<file path="config.mk">
export PLATFORM = sky130hd
export DESIGN_NAME = result_serializer
export DESIGN_NICKNAME = d
export VERILOG_FILES = /design/src/verilog/testchip_pkg.sv /design/src/verilog/result_serializer.sv
export SDC_FILE = /design/constraint.sdc
export NUM_CORES = 1
export LEC_CHECK = 0
export BUFFER_PORTS_ARGS = -buffer_cell sky130_fd_sc_hd__buf_2
export CAP_MARGIN = 20
export CORE_ASPECT_RATIO = 1.4
export CORE_UTILIZATION = 45
export CTS_CLUSTER_DIAMETER = 150
export DETAILED_ROUTE_END_ITERATION = 8
export PLACE_DENSITY_LB_ADDON = 0.12
export SLEW_MARGIN = 10
export SYNTH_ARGS = -nofsm -noshare
export SYNTH_HDL_FRONTEND = slang
export SYNTH_SLANG_ARGS = --single-unit
</file>
<file path="constraint.sdc">
create_clock -name clk_i -period 2.7 [get_ports clk_i]
set_clock_uncertainty 0.1 [all_clocks]
set_input_delay 0.135 -clock clk_i [delete_from_list [all_inputs] [get_ports clk_i]]
set_output_delay 0.135 -clock clk_i [all_outputs]
set_load 0.005 [all_outputs]
</file>
<file path="src/verilog/testchip_pkg.sv">
`default_nettype none

package testchip_pkg;

    // Target bank of a test packet
    typedef enum logic {
        BANK_A = 1'b0,
        BANK_B = 1'b1
    } bank_e;

    // Command packet as seen on the LA bus and in a serial frame
    // Bank A only looks at the low 8 address, 4 mask and 32 data bits
    typedef struct packed {
        // High for a write, low for a read
        logic        write;
        bank_e       bank;
        logic [8:0]  addr;
        // One enable per byte lane
        logic [7:0]  wmask;
        logic [63:0] wdata;
    } cmd_t;

    // Packet length in bits, also the serial frame payload length
    localparam int CMD_BITS = $bits(cmd_t);

    // Read response returned on the LA bus
    typedef struct packed {
        bank_e       bank;
        // Address after wrapping to the bank depth
        logic [8:0]  addr;
        // Bank A data sits in the low half, upper half zero
        logic [63:0] rdata;
    } rsp_t;

endpackage

`default_nettype wire

</file>
<file path="src/verilog/result_serializer.sv">
`timescale 1ns/100ps
`default_nettype none

module result_serializer (
    input  wire                clk_i,
    input  wire                rst_n_i,
    input  testchip_pkg::rsp_t rsp_i,
    input  wire                rsp_valid_i,
    output logic               serial_o
);

    typedef enum logic {
        S_IDLE,
        S_SEND
    } state_e;

    state_e      state_q;
    // Data bit counter, 64 bits per frame
    logic [5:0]  cnt_q;
    logic [63:0] shift_q;

    always_ff @(posedge clk_i or negedge rst_n_i) begin
        if (!rst_n_i) begin
            state_q  <= S_IDLE;
            cnt_q    <= '0;
            serial_o <= 1'b0;
        end else begin
            case (state_q)
                S_IDLE: begin
                    // Start bit goes out the cycle after the strobe
                    serial_o <= rsp_valid_i;
                    if (rsp_valid_i) begin
                        state_q <= S_SEND;
                        cnt_q   <= '0;
                    end
                end
                S_SEND: begin
                    // MSB first
                    serial_o <= shift_q[63];
                    cnt_q    <= cnt_q + 1'b1;
                    if (cnt_q == 6'd63) begin
                        state_q <= S_IDLE;
                    end
                end
                default: state_q <= S_IDLE;
            endcase
        end
    end

    // Responses arriving mid-frame are dropped here
    always_ff @(posedge clk_i) begin
        if (state_q == S_IDLE && rsp_valid_i) begin
            shift_q <= rsp_i.rdata;
        end else if (state_q == S_SEND) begin
            shift_q <= {shift_q[62:0], 1'b0};
        end
    end

endmodule

`default_nettype wire

</file>
==> metrics list <==
- The flow ran to the end, but the final reports show violations.
- The checks that failed: hold timing.
- Worst slew margin relative to its limit: a little under three fifths
- The critical path goes through nand2b_2 > buf_12 > nand2_1 > nand2_1.
- Root buf cell: clkbuf_8
* Max cap viols: 0
* Setup TNS: 0 ps
* Largest area contributor in the synthesized netlist: edfxtp_1
- Of the available clock period, the critical path in the final layout requires 69.1%.
- In this design, the largest share of critical-path delay is due to simple AND/OR/NAND/NOR gates.
- Setup slack on the critical path of the routed design comes to about 840 ps.
- Category of the worst setup path launch point: flip-flop
- Relative to the synthesized area, the layout overhead comes to 40.2%.
* Setup slack at placement: approximately 840 ps
- Cell types occupying the most area after synthesis: edfxtp_1 62%, nand2_1 24%, dfrtp_1 6.5%
- The worst path in the final design needs a cycle of 1860 ps, including I/O delays and setup.
* Library cell with the highest instance count after synthesis: nand2_1
- Total Nets Final: 515
- The first global-routing pass estimated 10.2 mm of wire.
- Core Rows: 35
- Main flop type after synthesis: edfxtp_1
- In the final layout, the share of cells above drive strength 1 is between 10% and 20%.
- The worst hold path belongs to the class in -> reg.
* Overall routing resource usage: a little under a fifth
- Crit end category: flip-flop
* Die span in x: between 70 and 80 microns
- Synthesis produced 305 cells.
* Maximum achievable frequency: 0.536 GHz
* List of most frequent post-synthesis cells: 195 x nand2_1, 64 x edfxtp_1, 9 x buf_2
- In this run the cell area of the synthesized design comes to approximately 3000 sq um.
- For this design the ratio of total power to cell area is between 700 and 800 nW/um^2.
- The slowest stage of the critical path is the dfrtp_1 cell.
* Sum of overflow across all layers after global routing: 0
- PortBufs: 67
- The number of global-route vias before repair came to roughly 2300.
- For this configuration, the core starts out at a cell density of a little under half.
- Register area share after synthesis: 68.8%
- Dominant cell type by count on the critical path: nand2_1
- Final slew viol count: 0
- The number of hold-slack violations in the final timing report is 1.
* Initial antenna violation count: 0
- After detailed routing, the number of vias per cell comes to around 4.6.
* Count of TritonRoute iterations in the first routing pass: 4
- Largest vdd supply drop: between 400 and 500 uV
- The share of synthesized area in the top cell type comes to roughly 62%.
* Iter 0 DRT Violations: ~160
- Number of top-level design ports: slightly below 80
- Clock Pin Slew Worst Setup and Hold Paths: roughly 70 ps
- STA puts the critical path data arrival time at around 1900 ps.
* Final HPWL DP: between 3 and 4 mm
* EDFF count, synth: 64
- Of all nets on the critical path, the largest fanout is 40.
* RSZ-0062 raised after global routing: false
* Total of fill cells in the finished design: roughly 530
- Counting flops with an async set or reset pin after synthesis yields a share of 11.1%.
- After detailed routing, the total wire length is 6.38 mm.
* CP bufs+invs: 1
- By startpoint and endpoint, the worst setup path is classified as reg -> reg.
* Hold slack final: -4.62 ps
- Leakage Power: ~2.1 nW
- DRC Markers: 0
* Total number of H-tree levels: 3
- For this run, the slowest stage of the critical path takes roughly 520 ps.
- Summing over every cut layer, the via total after detailed routing is ~2400.
* Sequential cell area: approximately 2100 sq um
* Synthesized netlist net count: 383
- Each instance of the synthesized netlist takes up on average roughly 10 sq um.
- Worst-Skew Late Latency: around 340 ps
- Number of diodes added for antenna fixing: 0
- Entering global routing, the biggest net connects 66 pins.
* Final GP Congestion: approximately 0.66
* Setup-violating endpoint count in the final report: 0
- The number of different library cells used by synthesis comes to 21.
- The floorplan step defined a core boundary enclosing about 6600 sq um.
* Number of clock sinks: a little over 70
- The number of clock buffers added by TritonCTS is 9.
* Combined area of the multi-input logic cells: about 890 sq um
- Counting flops and latches in the post-synthesis netlist gives slightly above 70.
* Die Outline Area: 7190 sq um
* CP Data Required Time: 2700 ps
- Transition time of the tightest slew-check pin: between 600 and 700 ps
- The longest clock path from root to sink contains 2 buffers.
- Post-CTS timing repair inserted 0 buffers for setup.
- Die Height: roughly 100 microns
- Number of warnings printed during yosys synthesis: 0
- Once detail routing completed, the nets flagged for antenna violations numbered 0.
* Routed length per placed instance: about 12 microns
* Clock tree from TritonCTS: yes
==> worst paths after layout <==
kind / startpoint / end / slack, ps / depth (start not counted)
max in group asynchronous: rst_n_i / cnt_q[5]$_DFFE_PN0P_ / 2260 / 2
min reg2reg: shift_q[63]$_DFFE_PP_ / serial_o$_DFF_PN0_ / 370 / 2
min: rsp_i[2] / shift_q[2]$_DFFE_PP_ / -5 / 3
min in group asynchronous: rst_n_i / cnt_q[0]$_DFFE_PN0P_ / 70 / 2
max: state_q$_DFF_PN0_ / shift_q[29]$_DFFE_PP_ / 840 / 4
max reg2reg: state_q$_DFF_PN0_ / shift_q[29]$_DFFE_PP_ / 840 / 4
==> layout by cell type (no fill, tap or decap), drive strengths merged <==
master       count
a31oi            2
and2             1
and4             1
buf             71
clkbuf          11
clkinv           5
dfrtp            8
dlygate4sd3     65
edfxtp          64
ha               1
inv              1
mux2i            1
nand2          195
nand2b           4
nand3            2
nand4            1
nor2             2
nor2b            1
o211ai           1
o21ai            3
o31ai            1
xor2             1
==> stage by stage <==
| stage | total power [W] | std cells | hold WS, ps | util (%) | instance area [sq um] |
|---|---|---|---|---|---|
| floorplan | 0.00243 | 305 | -261 | - | 3080 |
| global placement | 0.00261 | 453 | -108 | 53.2 | 3520 |
| detailed placement | 0.00265 | 453 | -108 | 53.2 | 3520 |
| CTS | 0.00343 | 534 | 1.55 | 65.4 | 4320 |
| global route | 0.00363 | 534 | 6.80 | 65.4 | 4320 |
| finish | 0.00340 | 534 | -4.62 | 65.4 | 4320 |
==> report_power, final <==
part / total (W) / leakage (nW) / switching, W / internal (W)
Sequential: 0.00199 / 0.826 / 0.000165 / 0.00182
Clock: 0.000702 / 0.0843 / 0.000377 / 0.000325
Combinational: 0.000708 / 1.18 / 0.000375 / 0.000333
==> state kept, by name (all words and copies together), names as in the netlist <==
signal and flops:
state_q 1, cnt_q 6, shift_q 64, serial_o 1
==> layer usage <==
metal | vias up | global-route usage [%] | wire length, microns | part of all wire [%]
li1 | 1253 | - | - | -
met5 | - | 0 | 0 | 0
met1 | 1130 | 22.9 | 2830 | 44
met2 | 57 | 31.9 | 3220 | 50
met3 | 9 | 3.01 | 209 | 3.3
met4 | 0 | 10.7 | 122 | 1.9
==> worst register-to-register path: cells and delay by family (launching register included) <==
family | cells | cell delay [ps]
flip-flops | 1 | 520
buffers and inverters | 1 | 310
AND/OR/NAND/NOR | 3 | 690
==> kinds of logic after synthesis <==
family	after synthesis	synth area share [%]
AND/OR/NAND/NOR	207	26.0
flip-flops	72	68.8
buffers and inverters	16	2.80
AO/OA/AOI/OAI	7	1.38
XOR/XNOR	1	0.284
multiplexers	1	0.325
adder cells (fa/ha/maj)	1	0.406
==> layout make-up <==
cell class                 instances  share of cell area [%]
clock buffer                      11                    3.04
clock inverter                     5                   0.550
timing repair buffer             136                    24.1
inverter                           1                  0.0868
multi-input combinational        217                    20.5
sequential                        72                    49.1
tap                               92                    2.66
==> repair_timing <==
| item | in CTS | in global routing |
|---|---|---|
| hold buffers | 65 | 0 |
| resized for setup | 0 | 0 |
| hold endpoints to repair | 73 | 0 |
| endpoints found under the setup margin | 0 | 0 |
(Power assumes the default switching activity.)
