$ cat src/verilog/testchip_pkg.sv
`default_nettype none

package testchip_pkg;

    // Target bank of a test packet
    typedef enum logic {
        BANK_A = 1'b0,
        BANK_B = 1'b1
    } bank_e;

    // Command packet as seen on the LA bus and in a serial frame
    // Bank A only looks at the low 8 address, 4 mask and 32 data bits
    typedef struct packed {
        // High for a write, low for a read
        logic        write;
        bank_e       bank;
        logic [8:0]  addr;
        // One enable per byte lane
        logic [7:0]  wmask;
        logic [63:0] wdata;
    } cmd_t;

    // Packet length in bits, also the serial frame payload length
    localparam int CMD_BITS = $bits(cmd_t);

    // Read response returned on the LA bus
    typedef struct packed {
        bank_e       bank;
        // Address after wrapping to the bank depth
        logic [8:0]  addr;
        // Bank A data sits in the low half, upper half zero
        logic [63:0] rdata;
    } rsp_t;

endpackage

`default_nettype wire

$ cat src/verilog/packet_deserializer.sv
`timescale 1ns/100ps
`default_nettype none

module packet_deserializer (
    input  wire                 clk_i,
    input  wire                 rst_n_i,
    input  wire                 serial_i,
    output testchip_pkg::cmd_t  cmd_o,
    output logic                cmd_valid_o
);

    localparam int NBITS = testchip_pkg::CMD_BITS;
    localparam int CW    = $clog2(NBITS);

    typedef enum logic {
        S_IDLE,
        S_SHIFT
    } state_e;

    state_e           state_q;
    logic [CW-1:0]    cnt_q;
    // Payload shift register, MSB arrives first
    logic [NBITS-1:0] shift_q;

    // Control path: start detect, bit count, valid pulse
    always_ff @(posedge clk_i or negedge rst_n_i) begin
        if (!rst_n_i) begin
            state_q     <= S_IDLE;
            cnt_q       <= '0;
            cmd_valid_o <= 1'b0;
        end else begin
            cmd_valid_o <= 1'b0;
            case (state_q)
                S_IDLE: begin
                    // Line idles low, a single high sample opens a frame
                    if (serial_i) begin
                        state_q <= S_SHIFT;
                        cnt_q   <= '0;
                    end
                end
                S_SHIFT: begin
                    cnt_q <= cnt_q + 1'b1;
                    // Last payload bit sampled on this edge
                    if (cnt_q == CW'(NBITS - 1)) begin
                        cmd_valid_o <= 1'b1;
                        state_q     <= S_IDLE;
                    end
                end
                default: state_q <= S_IDLE;
            endcase
        end
    end

    // Shift only while a frame is being received
    always_ff @(posedge clk_i) begin
        if (state_q == S_SHIFT) begin
            shift_q <= {shift_q[NBITS-2:0], serial_i};
        end
    end

    // Register holds the packet until the next frame starts shifting
    assign cmd_o = testchip_pkg::cmd_t'(shift_q);

endmodule

`default_nettype wire

$ cat config.mk
export PLATFORM = sky130hd
export DESIGN_NAME = packet_deserializer
export DESIGN_NICKNAME = d
export VERILOG_FILES = /design/src/verilog/testchip_pkg.sv /design/src/verilog/packet_deserializer.sv
export SDC_FILE = /design/constraint.sdc
export NUM_CORES = 1
export LEC_CHECK = 0
export BUFFER_PORTS_ARGS = -buffer_cell sky130_fd_sc_hd__buf_2
export CAP_MARGIN = 20
export CORE_ASPECT_RATIO = 1.5
export CORE_MARGIN = 1
export CORE_UTILIZATION = 50
export DETAILED_ROUTE_END_ITERATION = 8
export PLACE_DENSITY = 0.89
export SYNTH_ARGS = -nofsm -noshare
export SYNTH_HDL_FRONTEND = slang
export SYNTH_SLANG_ARGS = --single-unit
$ cat constraint.sdc
create_clock -name clk_i -period 3.36 [get_ports clk_i]
set_input_delay 0.672 -clock clk_i [delete_from_list [all_inputs] [get_ports clk_i]]
set_output_delay 0.672 -clock clk_i [all_outputs]
set_load 0.02 [all_outputs]
==> results of run 1 <==
cells in the final DEF, fill, tap and decap left out, drive strengths merged:
master	Yosys	layout
nand4b	2	2
nand3	3	3
or2	1	1
inv	2	4
clkbuf	0	9
nand2b	1	1
ha	2	2
nor4b	1	1
clkinv	0	2
o41ai	1	1
bufinv	0	2
o22ai	1	1
a31oi	2	2
edfxtp	83	83
xnor2	1	1
dfrtp	9	9
a41oi	2	2
nor2	2	2
o211ai	1	1
buf	2	87
o311ai	1	1
nand2	6	6
o21ai	3	3
layout make-up:
type | count | share of cell area [%]
Clock inverter | 6 | 2.32
Clock buffer | 9 | 3.33
Timing Repair Buffer | 87 | 11.8
Tap cell | 72 | 2.42
Inverter | 2 | 0.202
Multi-Input combinational cell | 30 | 6.76
Sequential cell | 92 | 73.2
power groups by stage:
stage | sequential, W | combinational [W] | clock, W
3_3_place_gp | 0.00234 | 0.00129 | 0
2_1_floorplan | 0.00294 | 0.000165 | 0
3_5_place_dp | 0.00238 | 0.00130 | 0
6_report | 0.00235 | 0.00129 | 0.000771
4_1_cts | 0.00237 | 0.00130 | 0.000793
5_1_grt | 0.00244 | 0.00136 | 0.000832
state kept, by name, indices dropped and copies added (netlist names):
name,cells
cmd_o,83
cnt_q,7
cmd_valid_o,1
state_q,1
path summary, 6_finish.rpt:
path                       slack, ns  cells after the start      start        end
max in group asynchronous       2.99                      1    rst_n_i    state_q
hold reg to reg                 0.44                      0  cmd_o[76]  cmd_o[77]
setup reg to reg                1.62                      1    state_q  cmd_o[73]
setup / recovery                1.62                      1    state_q  cmd_o[73]
min in group clk_i              0.44                      0  cmd_o[76]  cmd_o[77]
hold / removal                  0.16                      1    rst_n_i   cnt_q[0]
routing by layer:
metal  vias up  routed length [um]  share of wire (%)
met2        77                2340                 48
met4         0                  80                1.6
li1        690                   -                  -
met5         -                   0                  0
met3         9                 316                6.5
met1       733                2150                 44
logic make-up (layout without fill, tap and decap cells):
family                     Yosys count  in the layout  synth area share, %
adders and majority gates            2              2                0.834
and+or+nand+nor                     16             16                 4.46
DFF                                 92             92                 90.6
xor gates and xnor gates             1              1                0.292
AOI/OAI and AO/OA                   11             11                 2.80
buffers and inverters                4            104                 1.00
per-stage QoR:
stage,instances,utilization (%),power [W],cell area (sq um)
floorplan,126,-,0.00311,3000
global placement,283,60.6,0.00363,3510
detailed placement,283,60.6,0.00368,3510
CTS,298,64.3,0.00447,3720
global route,298,64.3,0.00464,3720
finish,298,64.3,0.00441,3720
==> impl_metrics.ini, run 1 <==
[status]
status = complete, no violations

[worst_hold_path]
hold_class = primary input to asynchronous set/reset pin

[setup_path]
cp_top_family = flip-flops
cp_max_fo = 56
crit_required_ns = 3.34
critical_path.cell_chain = buf_4
crit_arrival_ns = 1.72
cp_slowest_cell = dfrtp_4
cpPeakStageDelay_ns = 0.74
crit_path_start_kind = register
endpoint_kind = register
crit_type = register to register
path_buf_inv = 1

[final_layout]
diodes = 0
fill_cells = 410
drive_above_1_share_pct = 47.8
seq_area_sq_um = 2720
area_delta_synth_final_pct = 24.0
multi_input_area_sq_um = 251
num-nets-final = 227

[global_routing]
grt_pass1_vias = 1400
antenna_found_initial = 0
grt_pass1_wl_um = 7470
track_usage_pct = 16.5
grt_busiest_layer = met1
gr-usage-met1_pct = 24.0
grt_start_max_net_pins = 57
grt.overflow.total = 0
met2_usage_pct = 23.5
use_met3_pct = 3.07

[clocking]
clock_latency_ns = 0.35
cts_tree = built
clock_sinks = 92
cts-root-buf = clkbuf_8
htree_levels = 3
numCtsBuffers = 9
clockBufferDepth = 2
hold_buffers = 0
clkTransAtPathRegs_ns = 0.08
post_cts_buffers = 0
cts_resized = 0

[synthesis]
seq_area_frac_synth_pct = 90.6
yosys.area.top_type_share_pct = 83.1
synthesis.area_sq_um = 3000
yosys_warnings = 0
post_synth.cell_area_avg_sq_um = 23.8
synth_edf_count = 83
syn-num-nets = 131
ys_ff_latch = 92
synth_area_leaders = edfxtp_1 83%, dfrtp_1 7.5%, ha_1 0.83%
async_flop_share_pct = 9.78
syn_inst = 126
yosysTopAreaCell = edfxtp_1
synthTopCellsByCount = 83 x edfxtp_1, 9 x dfrtp_1, 5 x nand2_1
yosys.cell_count.top_type = edfxtp_1
synthFlopType = edfxtp_1
synth_cell_type_count = 25

[detailed_routing]
wl_um = 4890
drc = 0
num_vias = 1509
vias_per_cell = 5.06
drt-initial-drc-count = 173
wl_per_cell_um = 16.4
ant_nets = 0
drt_pre_antenna_iters = 4

[timing]
setup_tns_ns = 0
slew_viol_final = 0
max_freq_mhz = 575
layout_setup_ws_ns = 1.62
setup_viol_count_final = 0
rsz0062_at_grt = no
hold_slack_ns = 0.161
skew_ns = 0.0110
hold_violations = 0
fin_crit_ns = 1.74
slew_headroom_pct = 57.4
worst_pin_slew_ns = 0.639
period_share_pct = 51.7

[power]
p_comb_share_pct = 29.3
p_leak_nw = 1.55
swShare_pct = 36.6
p_clk_share_pct = 17.5
p_sw_w = 0.00161
p_seq_share_pct = 53.3
peakVddDrop_uv = 602
power_density_nw_per_um2 = 1190
power.internal_w = 0.00280

[placement]
place_ws_ns = 1.60
hpwl_um = 3290
place.port_buffers = 86
gp_congestion = 0.794

[die]
start_util_pct = 51.8
die_h_um = 96.9
io-pin-count = 87
dieArea_sq_um = 6320
core_area_sq_um = 5790
die_width_um = 65.2
rows = 34

[run]
cap_violations = 0
Power figures use the tool's default switching activity.
==> run 2: changes to the inputs <==
CORE_UTILIZATION = 45   (was 50)
PLACE_DENSITY = 0.86   (was 0.89)
clock period = 1.5 ns   (was 3.36 ns; I/O delays follow)
==> impl_metrics.ini, run 2 (synthesis gave the netlist of run 1 again) <==
[setup_path]
r2r_cells = 5
crit_type = register to register
crit_required_ns = 1.73
crit_arrival_ns = 1.55
endpoint_kind = register
cp_max_fo = 6
crit_path_start_kind = register

[timing]
worst_pin_slew_ns = 0.358
fin_crit_ns = 1.31
hold_violations = 0
setup_viol_count_final = 0
max_freq_mhz = 762
slew_headroom_pct = 76.1
period_share_pct = 87.5
slew_viol_final = 0
rsz0062_at_grt = no
skew_ns = 0.00899

[power]
p_sw_w = 0.00362
peakVddDrop_uv = 1300
power.internal_w = 0.00594
p_comb_share_pct = 30.6
p_leak_nw = 1.54
p_seq_share_pct = 54.8
p_clk_share_pct = 14.6
power_w = 0.00955
swShare_pct = 37.8
power_density_nw_per_um2 = 2580

[final_layout]
drive_above_1_share_pct = 48.0
final_common_cell = buf_2
diodes = 0
area_delta_synth_final_pct = 23.7
final_cell_mix = 86 x buf_2, 83 x edfxtp_1, 9 x clkbuf_8
largest_reg_flops = 83
stdcell_area_sq_um = 3710
num-nets-final = 229

[detailed_routing]
vias_per_cell = 5.02
wl_per_cell_um = 15.9
num_vias = 1532
drt_pre_antenna_iters = 6
drc = 0
drt-initial-drc-count = 121
wl_um = 4860
ant_nets = 0

[global_routing]
grt.overflow.total = 0
grt_start_max_net_pins = 65
track_usage_pct = 14.8
grt_pass1_vias = 1342
grt_pass1_wl_um = 6960
antenna_found_initial = 0

[die]
start_util_pct = 46.2
die_h_um = 102
rows = 36
core_area_sq_um = 6490
dieArea_sq_um = 7000
die_width_um = 68.7
io-pin-count = 87

[clocking]
cts_resized = 0
cts-root-buf = clkbuf_8
clockBufferDepth = 2
clock_sinks = 92
numCtsBuffers = 9
clock_latency_ns = 0.36
post_cts_buffers = 0
clkTransAtPathRegs_ns = 0.08
htree_levels = 3
hold_buffers = 1
cts_tree = built

[status]
status = complete, no violations

[placement]
post_dp_cell_area_sq_um = 3530
gp_congestion = 0.790
place.port_buffers = 86
hpwl_um = 3310

[run]
cap_violations = 0

[worst_hold_path]
hold_depth = 1
hold_class = primary input to register
run 2: cell types whose count changed in the layout (fill, tap and decap cells not counted):
cell,change
buf_12,+1
bufinv_16,-2
clkinv_1,+1
clkinv_2,+1
clkinv_4,+1
clkinvlp_4,+1
dlygate4sd3_1,+1
inv_1,-1
inv_2,+1
inv_6,-1
run 2: layout make-up:
cell class              instances  area [sq um]
well taps                      76          95.1
flip-flops and latches         92          2720
clock buffers                   9           124
multi-input cells              30           251
fillers                       491          2780
inverters                       2          7.51
repair buffers                 89           468
clock inverters                 7          42.5
run 2: final timing paths:
kind / end / start / slack [ns]
setup / recovery: state_q / cnt_q[0] / 0.19
hold / removal: cmd_o[0] / serial_i / 0.20
hold reg to reg: cmd_o[28] / cmd_o[27] / 0.44
min in group asynchronous: cnt_q[1] / rst_n_i / 0.33
max in group asynchronous: state_q / rst_n_i / 0.96
setup reg to reg: state_q / cnt_q[0] / 0.19
run 2: per-layer routing:
layer | track usage, % | wire length (um) | up-vias
met4 | 9.62 | 129 | 0
met2 | 21.5 | 2190 | 92
met5 | 0 | 0 | -
met3 | 4.91 | 412 | 11
met1 | 18.8 | 2130 | 735
li1 | - | - | 694
run 2: metrics by stage:
stage,setup TNS [ns],utilization [%],std cells,hold WS (ns),worst slack (ns)
floorplan,-0.453,-,126,0.00441,-0.164
CTS,0,57.2,305,0.171,0.169
global placement,0,54.5,288,0.160,0.263
finish,0,57.2,305,0.197,0.188
detailed placement,0,54.5,288,0.166,0.209
global route,0,57.2,305,0.177,0.0680
run 2: power groups by stage:
stage	clock network, W	registers [W]	logic, W
after global routing	0.00154	0.00542	0.00316
final	0.00139	0.00523	0.00293
after detailed placement	0	0.00530	0.00295
after CTS	0.00145	0.00527	0.00296
after global placement	0	0.00523	0.00292
after floorplan	0	0.00659	0.000369
run 2: worst max-delay path, stage by stage, from the launching register on:
cell,delay [ns]
dfrtp_1,0.47
inv_1,0.09
ha_1,0.19
nand4b_4,0.12
nor4b_4,0.25
nor2_1,0.08
==> run 3: changes to the inputs <==
REMOVE_ABC_BUFFERS = 1   (was not set)
SKIP_LAST_GASP = 1   (was not set)
==> impl_metrics.ini, run 3 (synthesis gave the netlist of run 1 again) <==
[clocking]
cts_tree = built
clockBufferDepth = 2
cts_resized = 0
post_cts_buffers = 0
clkTransAtPathRegs_ns = 0.08
clock_latency_ns = 0.35
htree_levels = 3
numCtsBuffers = 9
clock_sinks = 92
cts-root-buf = clkbuf_8

[die]
dieArea_sq_um = 7000
io-pin-count = 87
start_util_pct = 46.2
rows = 36
die_h_um = 102
core_area_sq_um = 6490
die_width_um = 68.7

[timing]
setup_tns_ns = 0
worst_pin_slew_ns = 0.436
setup_viol_count_final = 0
period_share_pct = 90.1
max_freq_mhz = 740
hold_slack_ns = 0.203
slew_viol_final = 0
skew_ns = 0.00769
rsz0062_at_grt = no
fin_crit_ns = 1.35
slew_headroom_pct = 71.0
hold_violations = 0

[worst_hold_path]
hold_class = primary input to register

[placement]
gp_congestion = 0.810
hpwl_um = 3300
place.port_buffers = 86

[final_layout]
final_cell_mix = 86 x buf_2, 83 x edfxtp_1, 10 x clkbuf_8
area_delta_synth_final_pct = 26.3
fill_cells = 487
largest_reg_flops = 83
drive_above_1_share_pct = 48.7
final_util_pct = 58.4
diodes = 0
final_common_cell = buf_2
num-nets-final = 230

[power]
p_seq_share_pct = 51.4
p_sw_w = 0.00363
swShare_pct = 35.9
p_comb_share_pct = 29.2
power.internal_w = 0.00649
peakVddDrop_uv = 1360
p_clk_share_pct = 19.4
p_leak_nw = 1.58
power_w = 0.0101
power_density_nw_per_um2 = 2670

[detailed_routing]
drt_pre_antenna_iters = 4
ant_nets = 0
drt-initial-drc-count = 141
wl_um = 4940
num_vias = 1549
drc = 0
vias_per_cell = 5.06
wl_per_cell_um = 16.1

[setup_path]
cp_max_fo = 6
endpoint_kind = register
cpPeakStageDelay_ns = 0.48
crit_arrival_ns = 1.58
crit_required_ns = 1.73
crit_path_start_kind = register
critical_path.cell_chain = inv_1 -> ha_1 -> nand4b_4 -> nor4b_4 -> nor2_1
crit_type = register to register
cp_slowest_cell = dfrtp_1

[run]
cap_violations = 0

[status]
status = complete, no violations

[global_routing]
antenna_found_initial = 0
grt.overflow.total = 0
grt_pass1_wl_um = 7120
track_usage_pct = 15.0
grt_start_max_net_pins = 37
grt_pass1_vias = 1458
run 3: cell types whose count changed in the layout (fill, tap and decap cells not counted), sizes merged:
cell	change
buf	+1
bufinv	+3
clkbuf	+1
clkinv	-3
inv	-1
run 3: layout make-up:
class                   count  area, sq um  share of cell area, %
clock inverters             6          111                   2.94
inverters                   2         7.51                  0.198
repair buffers             90          463                   12.2
well taps                  76         95.1                   2.51
flip-flops and latches     92         2720                   71.9
multi-input cells          30          251                   6.64
clock buffers              10          138                   3.63
run 3: power groups by stage:
stage	Clock, W	Sequential [W]	Combinational [W]
3_5_place_dp	0	0.00525	0.00298
3_3_place_gp	0	0.00519	0.00294
2_1_floorplan	0	0.00663	0.000297
6_report	0.00196	0.00520	0.00295
4_1_cts	0.00202	0.00524	0.00299
5_1_grt	0.00211	0.00539	0.00315
run 3: metal layers:
metal,global-route usage [%],vias to the layer above,wire length [um]
met5,0,-,0
met4,7.21,0,114
met3,6.03,14,339
met2,22.1,89,2440
met1,19.0,751,2050
li1,-,695,-
run 3: through the flow:
step	worst slack [ns]	std cells	area, sq um
after floorplan	-1.67	124	2980
after CTS	0.147	306	3790
after detailed placement	0.175	289	3530
after global placement	0.241	289	3530
after global routing	0.0394	306	3790
final	0.148	306	3790
run 3: worst max-delay path, delay by kind of cell, from the launching register on:
kind / cells / cell delay [ns]
buf+inv: 1 / 0.09
flops: 1 / 0.48
simple gates: 3 / 0.48
fa+ha+maj: 1 / 0.19
run 3: timing repair:
action / CTS / global route
endpoints found under the hold margin: 9 / 0
hold buffers: 1 / 0
setup endpoints to repair: 0 / 0
run 3: path summary, 6_finish.rpt:
path                            from           to  slack (ns)  cells past startpoint
max                         cnt_q[0]      state_q        0.15                      5
min reg2reg                cmd_o[44]    cmd_o[45]        0.45                      0
max in group asynchronous    rst_n_i      state_q        0.96                      2
min                         serial_i     cmd_o[0]        0.20                      1
max reg2reg                 cnt_q[0]      state_q        0.15                      5
min in group asynchronous    rst_n_i  cmd_valid_o        0.33                      2
