<file path="src/verilog/sram_pkg.sv">
`default_nettype none

package sram_pkg;

    // Single-port request for the 32x256 bank
    typedef struct packed {
        // Chip enable, one cycle per access
        logic        en;
        // Write enable, read when low
        logic        we;
        logic [3:0]  wmask;
        logic [7:0]  addr;
        logic [31:0] wdata;
    } sram32_req_t;

    // Single-port request for the 64x512 bank
    typedef struct packed {
        logic        en;
        logic        we;
        logic [7:0]  wmask;
        logic [8:0]  addr;
        logic [63:0] wdata;
    } sram64_req_t;

endpackage

`default_nettype wire

</file>
<file path="src/verilog/testchip_pkg.sv">
`default_nettype none

package testchip_pkg;

    // Target bank of a test packet
    typedef enum logic {
        BANK_A = 1'b0,
        BANK_B = 1'b1
    } bank_e;

    // Command packet as seen on the LA bus and in a serial frame
    // Bank A only looks at the low 8 address, 4 mask and 32 data bits
    typedef struct packed {
        // High for a write, low for a read
        logic        write;
        bank_e       bank;
        logic [8:0]  addr;
        // One enable per byte lane
        logic [7:0]  wmask;
        logic [63:0] wdata;
    } cmd_t;

    // Packet length in bits, also the serial frame payload length
    localparam int CMD_BITS = $bits(cmd_t);

    // Read response returned on the LA bus
    typedef struct packed {
        bank_e       bank;
        // Address after wrapping to the bank depth
        logic [8:0]  addr;
        // Bank A data sits in the low half, upper half zero
        logic [63:0] rdata;
    } rsp_t;

endpackage

`default_nettype wire

</file>
<file path="src/verilog/testchip_ctrl.sv">
`timescale 1ns/100ps
`default_nettype none

module testchip_ctrl (
    input  wire                       clk_i,
    input  wire                       rst_n_i,
    // Low selects the LA bus, high the serial deserializer
    input  wire                       in_select_i,
    input  testchip_pkg::cmd_t        la_cmd_i,
    input  wire                       la_cmd_valid_i,
    input  testchip_pkg::cmd_t        ser_cmd_i,
    input  wire                       ser_cmd_valid_i,
    output sram_pkg::sram32_req_t     bank_a_req_o,
    output sram_pkg::sram64_req_t     bank_b_req_o,
    input  wire [31:0]                bank_a_rdata_i,
    input  wire [63:0]                bank_b_rdata_i,
    output testchip_pkg::rsp_t        rsp_o,
    output logic                      rsp_valid_o
);

    // Bank and address of a read in flight
    typedef struct packed {
        testchip_pkg::bank_e bank;
        logic [8:0]          addr;
    } tag_t;

    logic               sel_valid;
    testchip_pkg::cmd_t sel_cmd;
    logic               sel_is_a;
    tag_t               sel_tag;

    // Registered command payload feeding both bank requests
    testchip_pkg::cmd_t cmd_q;
    logic               a_en_q;
    logic               b_en_q;

    // Two-stage tag pipeline, one stage per edge until rdata is ready
    tag_t               tag_q [2];
    logic [1:0]         tag_vld_q;

    // Only the selected source is looked at
    assign sel_valid = in_select_i ? ser_cmd_valid_i : la_cmd_valid_i;
    assign sel_cmd   = in_select_i ? ser_cmd_i : la_cmd_i;
    assign sel_is_a  = (sel_cmd.bank == testchip_pkg::BANK_A);

    // Bank A is 256 deep, so its address wraps at 8 bits
    assign sel_tag.bank = sel_cmd.bank;
    assign sel_tag.addr = sel_is_a ? {1'b0, sel_cmd.addr[7:0]} : sel_cmd.addr;

    // Enables and tag valids
    always_ff @(posedge clk_i or negedge rst_n_i) begin
        if (!rst_n_i) begin
            a_en_q      <= 1'b0;
            b_en_q      <= 1'b0;
            tag_vld_q   <= 2'b00;
            rsp_valid_o <= 1'b0;
        end else begin
            // Exactly one cycle of enable on the target bank
            a_en_q      <= sel_valid && sel_is_a;
            b_en_q      <= sel_valid && !sel_is_a;
            tag_vld_q   <= {tag_vld_q[0], sel_valid && !sel_cmd.write};
            // Data from the bank is registered one edge after its access
            rsp_valid_o <= tag_vld_q[1];
        end
    end

    // Payload registers, loaded only when something happens
    always_ff @(posedge clk_i) begin
        if (sel_valid) begin
            cmd_q <= sel_cmd;
        end
        if (sel_valid && !sel_cmd.write) begin
            tag_q[0] <= sel_tag;
        end
        if (tag_vld_q[0]) begin
            tag_q[1] <= tag_q[0];
        end
        if (tag_vld_q[1]) begin
            rsp_o.bank <= tag_q[1].bank;
            rsp_o.addr <= tag_q[1].addr;
            // Narrow bank data is zero-extended to the full width
            if (tag_q[1].bank == testchip_pkg::BANK_A) begin
                rsp_o.rdata <= {32'b0, bank_a_rdata_i};
            end else begin
                rsp_o.rdata <= bank_b_rdata_i;
            end
        end
    end

    // Narrowed requests, upper bits simply dropped for bank A
    assign bank_a_req_o = '{
        en:    a_en_q,
        we:    cmd_q.write,
        wmask: cmd_q.wmask[3:0],
        addr:  cmd_q.addr[7:0],
        wdata: cmd_q.wdata[31:0]
    };

    assign bank_b_req_o = '{
        en:    b_en_q,
        we:    cmd_q.write,
        wmask: cmd_q.wmask,
        addr:  cmd_q.addr,
        wdata: cmd_q.wdata
    };

endmodule

`default_nettype wire

</file>
<file path="config.mk">
export PLATFORM = sky130hd
export DESIGN_NAME = testchip_ctrl
export DESIGN_NICKNAME = d
export VERILOG_FILES = /design/src/verilog/sram_pkg.sv /design/src/verilog/testchip_pkg.sv /design/src/verilog/testchip_ctrl.sv
export SDC_FILE = /design/constraint.sdc
export NUM_CORES = 1
export LEC_CHECK = 0
export ABC_AREA = 1
export BUFFER_PORTS_ARGS = -buffer_cell sky130_fd_sc_hd__buf_2
export CELL_PAD_IN_SITES_DETAIL_PLACEMENT = 0
export CELL_PAD_IN_SITES_GLOBAL_PLACEMENT = 1
export CORE_MARGIN = 5
export CORE_UTILIZATION = 25
export CTS_BUF_LIST = sky130_fd_sc_hd__clkbuf_2
export DETAILED_ROUTE_END_ITERATION = 10
export HOLD_SLACK_MARGIN = 0.05
export PLACE_DENSITY = 0.75
export SLEW_MARGIN = 20
export SYNTH_ARGS = -nofsm -noshare
export SYNTH_HDL_FRONTEND = slang
export SYNTH_SLANG_ARGS = --single-unit
</file>
<file path="constraint.sdc">
create_clock -name clk_i -period 3.7 [get_ports clk_i]
set_input_delay 0.185 -clock clk_i [delete_from_list [all_inputs] [get_ports clk_i]]
set_output_delay 0.185 -clock clk_i [all_outputs]
set_load 0.01 [all_outputs]
</file>
==> out/results.ini, run 1 <==
[run_status]
status = finished, final reports clean

[cts]
cts_setup_buffers = 0
clk_latency_ns = 0.74
ctsResizeCount = 0
clk_path_buf_depth = 2
cts_root_buffer = clkbuf_2
cts_hold_buf = 273
clock-sinks = 181
tritoncts = done
clkTransAtPathRegs_ns = 0.21
cts.htree.levels = 4
cts_buffers = 17

[grt]
use_met3 = 0.0491
globalRouteOverflowTotal = 0
met1_usage = 0.163
grt_use_total = 0.149
gr-max-usage-layer = met2
grt_max_degree = 98
grt_pass1_wl_mm = 39.1
grt_pass1_vias = 7521
use_met2 = 0.269
antenna_found_initial = 2

[yosys]
ys_seq_area_frac = 0.710
syn_nets = 953
syn_inst = 686
netlist_area_sq_um = 7620
synth_cell_type_count = 11
yosys_register_bits = 181
synth_warnings = 0
syn_area_per_cell_sq_um = 11.1

[routing]
vias_per_cell = 4.03
drt_pre_antenna_iters = 4
dr_total_vias = 7207
drc = 0
wl_mm = 26.9
wl_per_cell_um = 15.1
drtIter0Drc = 240
ant_nets = 0

[sta]
timing.fmax_ghz = 0.465
setup_violations = 0
fin_tns_setup_ns = 0
slew_headroom = 0.410
timing.final.crit_share = 0.582
skew_ns = 0.0482
period_needed_ns = 2.15
rsz0062_at_grt = no
tightest_slew_ns = 0.886
maxSlewViolCount = 0
finalHoldViolCount = 0

[power_and_ir_drop]
power_density_nw_per_um2 = 372
leakage_nw = 6.37
vdd.ir_drop.worst_mv = 0.162

[floorplan]
core_sq_um = 30300
die_w_um = 185
start_util = 0.251
fp.dieH_um = 185
io_pins = 471
std_cell_rows = 64
die-area_sq_um = 34100

[setup_path]
start_kind = input port
slowest_stage = dlygate4sd3_1
worst-setup-path-type = input port to flop
cp.arrival_ns = 2.59
endpoint_kind = flop
critPathRequiredTime_ns = 4.14
cp_cell_sequence = dlygate4sd3_1, buf_2, inv_1, nand2_1, dlygate4sd3_1, nand2_1, clkinv_2, buf_12
path_max_fanout = 55
cpPeakStageDelay_ns = 0.57

[place]
dp_hpwl_mm = 18.6
io_buffers = 470
place.gp.congestion = 0.763
placed_area_sq_um = 9980

[run]
maxCapViolations = 0

[cells_and_area]
drive_gt1_frac = 0.368
fillers = 2881
syn2layout_area_growth_pct = 70.1
final_area_sq_um = 13000
fin_nets = 1646

[min_path]
hold_class = input port to flop

==> cells in the mapped netlist, drive strengths merged <==
cell type / number / area [sq um]
buf: 75 / 553
clkbuf: 2 / 7.51
dfrtp: 5 / 125
edfxtp: 176 / 5290
inv: 73 / 274
nand2: 319 / 1200
nor2: 4 / 15.0
o21ai: 32 / 160
==> flip-flops by register name, indices dropped and copies added (netlist names) <==
name and count:
tag_q 20, rsp_o 74, bank_a_req_o 45, b_en_q 1, tag_vld_q 2, a_en_q 1
rsp_valid_o 1, bank_b_req_o 37
==> worst max-delay path, delay by kind of cell <==
kind / cells / cell delay, ns
simple gates: 2 / 0.18
buf+inv: 6 / 2.15
==> through the flow <==
stage                util  setup WS, ns  std cells  hold slack [ns]  power, mW
floorplan               -          1.03        686           -0.111       3.10
global placement    0.329          1.51       1483           0.0233       3.50
detailed placement  0.329          1.55       1483           0.0225       3.51
CTS                 0.427          1.58       1788           0.0558       4.87
global route        0.427          1.38       1789           0.0887       5.07
finish              0.427          1.55       1789            0.167       4.82
==> placed cells by master, fill, tap and decap left out <==
master	synthesis	final
buf_2	16	470
nand2_1	319	319
dlygate4sd3_1	0	273
edfxtp_1	176	176
inv_1	72	71
o21ai_0	32	32
clkbuf_2	0	19
buf_4	51	7
nor2_1	4	4
dfrtp_1	5	4
inv_6	0	4
clkinv_2	0	3
inv_8	0	2
bufinv_16	0	2
diode_2	0	1
inv_2	1	1
clkinv_1	0	1
clkinv_4	0	1
clkinvlp_4	0	1
buf_12	0	1
dfrtp_2	0	1
==> per-layer routing <==
layer | routed length (um) | part of all wire | vias to the layer above
li1 | - | - | 3522
met1 | 10200 | 0.38 | 3279
met2 | 13500 | 0.50 | 360
met3 | 2640 | 0.098 | 44
met4 | 637 | 0.024 | 2
met5 | 13 | 0.00048 | -
==> final timing paths <==
kind                                 startpoint               end  slack [ns]  cells past startpoint
worst min-delay path             la_cmd_valid_i      tag_vld_q[0]        0.17                      5
worst max register to register     tag_q[0][19]         rsp_o[11]        1.58                      3
min in group asynchronous               rst_n_i       rsp_valid_o        0.36                      3
worst min register to register      tag_q[0][5]      tag_q[0][15]        0.42                      0
max in group asynchronous               rst_n_i            b_en_q        3.10                      3
worst max-delay path            ser_cmd_valid_i  bank_a_req_o[38]        1.55                      8
==> cell families after synthesis <==
group                  count (synthesis)  share of synthesized area
AOI/OAI and AO/OA                     32                     0.0210
buffers and inverters                150                      0.110
DFF                                  181                      0.710
and+or+nand+nor                      323                      0.159
==> report_power, final <==
part	internal (mW)	switching, mW
registers	2.53	0.107
clock network	0.331	0.730
logic	0.579	0.536
total	3.44	1.37
==> area by class of cell <==
type / instances / area (sq um) / share of cell area
clock inverters: 13 / 148 / 0.0114
diodes: 1 / 2.50 / 0.000193
multi-input cells: 355 / 1370 / 0.106
flip-flops and latches: 181 / 5410 / 0.418
repair buffers: 751 / 5160 / 0.398
well taps: 396 / 495 / 0.0382
clock buffers: 19 / 95.1 / 0.00734
inverters: 73 / 275 / 0.0212
Note: power is estimated with default switching activity, not from simulation.
==> run 2: changes to the inputs <==
Settings changed: PLACE_DENSITY 0.75 to 0.77.
Clock period 3.7 ns to 1.8 ns, I/O delays scaled along.
==> run 2 against run 1 <==
The run now fails in clock tree synthesis (4_1_cts). Synthesized cell count is the same. Synthesized area did not move.
==> out/results.ini, run 2 <==
[yosys]
synth_edf_count = 176  ; unchanged
netlist.area_leader.share = 0.694  ; unchanged
synth_warnings = 0  ; unchanged
synth_compound_area_frac = 0.0210  ; unchanged
synthTopCellsByArea = edfxtp_1 (69%), nand2_1 (16%), buf_4 (5.0%)  ; unchanged
synth_cell_type_count = 11  ; unchanged
netlist_area_sq_um = 7620  ; unchanged
synth_adder_area_share = 0  ; unchanged
synthSimpleGateAreaFrac = 0.159  ; unchanged
syn_nets = 953  ; unchanged
synth_top_area_cell = edfxtp_1  ; unchanged
synth_flop_cell = edfxtp_1  ; unchanged
synth_xor_area_frac = 0  ; unchanged
ys_top_cells_by_count = nand2_1 (319), edfxtp_1 (176), inv_1 (72)  ; unchanged
synth_mux_area_frac = 0  ; unchanged
synth_top_family_by_area = simple AND/OR/NAND/NOR gates  ; unchanged
yosys_register_bits = 181  ; unchanged
syn_area_per_cell_sq_um = 11.1  ; unchanged
synth_most_common_cell = nand2_1  ; unchanged
async_flop_share = 0.0276  ; unchanged
ys_seq_area_frac = 0.710  ; unchanged
syn_inst = 686  ; unchanged

[cts]
cts_hold_buf = 306  ; was 273
cts_setup_buffers = 0  ; unchanged
clk_path_buf_depth = 2  ; unchanged
cts_buffers = 17  ; unchanged
ctsResizeCount = 0  ; unchanged
clock-sinks = 181  ; unchanged
cts.htree.levels = 4  ; unchanged
cts_root_buffer = clkbuf_2  ; unchanged

[place]
placed_area_sq_um = 10000  ; was 9980 sq um
dp.cells = 1482  ; was 1483
place.gp.congestion = 0.827  ; was 0.763
dp_hpwl_mm = 18.5  ; was 18.6 mm
io_buffers = 470  ; unchanged

[floorplan]
io_pins = 471  ; unchanged
std_cell_rows = 64  ; unchanged
fp.dieH_um = 185  ; unchanged
die_w_um = 185  ; unchanged
start_util = 0.251  ; unchanged

[run_status]
status = aborted with a tool error  ; was finished, final reports clean
stop_stage = clock tree synthesis (4_1_cts)
tool.error = [ERROR RSZ-0060] Max buffer count reached.

-- run 2: cell families after synthesis --
logic type	Yosys count
buffers and inverters	150
AOI/OAI and AO/OA	32
and+or+nand+nor	323
DFF	181
-- run 2: per-stage QoR --
stage / util / worst slack, ns / hold WS [ns]
2_1_floorplan: - / -0.319 / -0.206
3_3_place_gp: 0.331 / 0.527 / -0.0216
3_5_place_dp: 0.331 / 0.517 / -0.0207
==> run 3: changes to the inputs <==
Settings changed: CELL_PAD_IN_SITES_DETAIL_PLACEMENT 0 to unset, CELL_PAD_IN_SITES_GLOBAL_PLACEMENT 1 to unset, CORE_UTILIZATION 25 to 20, CTS_BUF_LIST sky130_fd_sc_hd__clkbuf_2 to unset, HOLD_SLACK_MARGIN 0.05 to unset, PLACE_DENSITY 0.77 to unset, PLACE_DENSITY_LB_ADDON set to 0.15.
Clock period 1.8 ns to 2.3 ns, I/O delays scaled along.
==> run 3 against run 2 <==
The run now ends clean.
==> out/results.ini, run 3 (synthesis gave the netlist of run 1 again) <==
[place]
place.gp.congestion = 0.771  ; was 0.827
dp_hpwl_mm = 20.4  ; was 18.5 mm
dp.cells = 1602  ; was 1482
io_buffers = 470  ; unchanged

[setup_path]
worst-setup-path-type = flop to flop
regToRegSetupSlack_ns = 0.57
cp_cell_sequence = buf_12, o21ai_0, dlygate4sd3_1
cp-startpoint = tag_q[0][19]
critPathRequiredTime_ns = 2.49
rr_startpoint = tag_q[0][19]
slowest_stage = dlygate4sd3_1
start_kind = flop
r2r-end = rsp_o[3]
cp.arrival_ns = 1.92
reg2regPathDepth = 3
endpoint_kind = flop
critical_path.top_delay_family = buffers and inverters
path_depth = 3
path_buf_inv = 2
path_max_fanout = 97
cpPeakStageDelay_ns = 0.58

[power_and_ir_drop]
leakage_nw = 6.34
power_density_nw_per_um2 = 679
total_power_mw = 8.88
vdd.ir_drop.worst_mv = 0.491

[routing]
drc = 0
wl_mm = 27.4
wl_per_cell_um = 14.7
drt_pre_antenna_iters = 4
dr_total_vias = 6956
drtIter0Drc = 321
vias_per_cell = 3.72
ant_nets = 0

[sta]
setup_violations = 0
rsz0062_at_grt = no
timing.fmax_ghz = 0.579
finalHoldViolCount = 0
timing.final.crit_share = 0.751
skew_ns = 0.00834
maxSlewViolCount = 0
period_needed_ns = 1.73
fin_tns_setup_ns = 0
slew_headroom = 0.435
tightest_slew_ns = 0.848

[cells_and_area]
fillers = 3907
largest_reg_flops = 74
fin_cells = 1868
syn2layout_area_growth_pct = 71.7
layout_commonest_cell = buf_2
final_cell_mix = buf_2 (470), nand2_1 (319), dlygate4sd3_1 (234)
drive_gt1_frac = 0.380
top_register = rsp_o
fin_nets = 1611
antenna_cells = 0

[grt]
grt_max_degree = 98
grt_pass1_vias = 7260
grt_use_total = 0.125
grt_pass1_wl_mm = 40.2
antenna_found_initial = 3
globalRouteOverflowTotal = 0

[floorplan]
std_cell_rows = 71  ; was 64
die_w_um = 205  ; was 185 um
core_sq_um = 37700
io_pins = 471  ; unchanged
start_util = 0.202  ; was 0.251
fp.dieH_um = 205  ; was 185 um
die-area_sq_um = 42100

[cts]
cts_root_buffer = clkbuf_16  ; was clkbuf_2
clock-sinks = 181  ; unchanged
clkTransAtPathRegs_ns = 0.07
clk_path_buf_depth = 2  ; unchanged
ctsResizeCount = 0  ; unchanged
cts.htree.levels = 4  ; unchanged
clk_latency_ns = 0.44
cts_buffers = 17  ; unchanged
tritoncts = done

[run]
maxCapViolations = 0

[run_status]
status = finished, final reports clean  ; was aborted with a tool error

[min_path]
hold_class = input port to asynchronous set/reset pin

-- run 3: repair_timing --
action / CTS / global route
hold buffers: 233 / 1
endpoints found under the setup margin: 0 / 0
endpoints found under the hold margin: 158 / 1
setup buffers: 0 / 0
-- run 3: how the worst max path moves through the flow --
stage / end / slack [ns]
3_3_place_gp: tag_q[0][8] / 0.52
4_1_cts: a_en_q / 0.58
6_report: rsp_o[3] / 0.57
5_1_grt: rsp_o[10] / 0.45
3_5_place_dp: tag_q[0][8] / 0.50
2_1_floorplan: bank_a_req_o[0] / 0.06
-- run 3: final cells by class --
cell class	count	area, sq um	share of cell area
clock inverters	15	151	0.0116
repair buffers	716	4800	0.367
inverters	73	278	0.0212
flip-flops and latches	181	5410	0.414
clock buffers	17	425	0.0325
multi-input cells	355	1370	0.105
well taps	511	639	0.0489
-- run 3: worst register-to-register path: stages, from the launching register on --
cell and delay [ns]:
edfxtp_1 0.37, buf_12 0.33, o21ai_0 0.21, dlygate4sd3_1 0.58
-- run 3: layer usage --
layer	track usage	vias to the layer above	share of wire
met4	0.0333	4	0.014
met3	0.0556	24	0.12
met5	0	-	0.00077
met1	0.139	3120	0.39
li1	-	3453	-
met2	0.218	355	0.48
-- run 3: per-stage QoR --
stage          hold slack (ns)  setup slack (ns)   util  instance area [sq um]
2_1_floorplan           -0.181            0.0613      -                   7620
3_3_place_gp           -0.0259             0.516  0.270                  10200
3_5_place_dp           -0.0249             0.503  0.270                  10200
4_1_cts               0.000123             0.583  0.347                  13100
5_1_grt                 0.0132             0.455  0.347                  13100
6_report                0.0372             0.572  0.347                  13100
-- run 3: where the power goes --
| group | internal, mW | switching [mW] | total (mW) |
|---|---|---|---|
| combinational | 0.853 | 0.855 | 1.71 |
| sequential | 4.08 | 0.163 | 4.24 |
| clock | 1.61 | 1.33 | 2.93 |
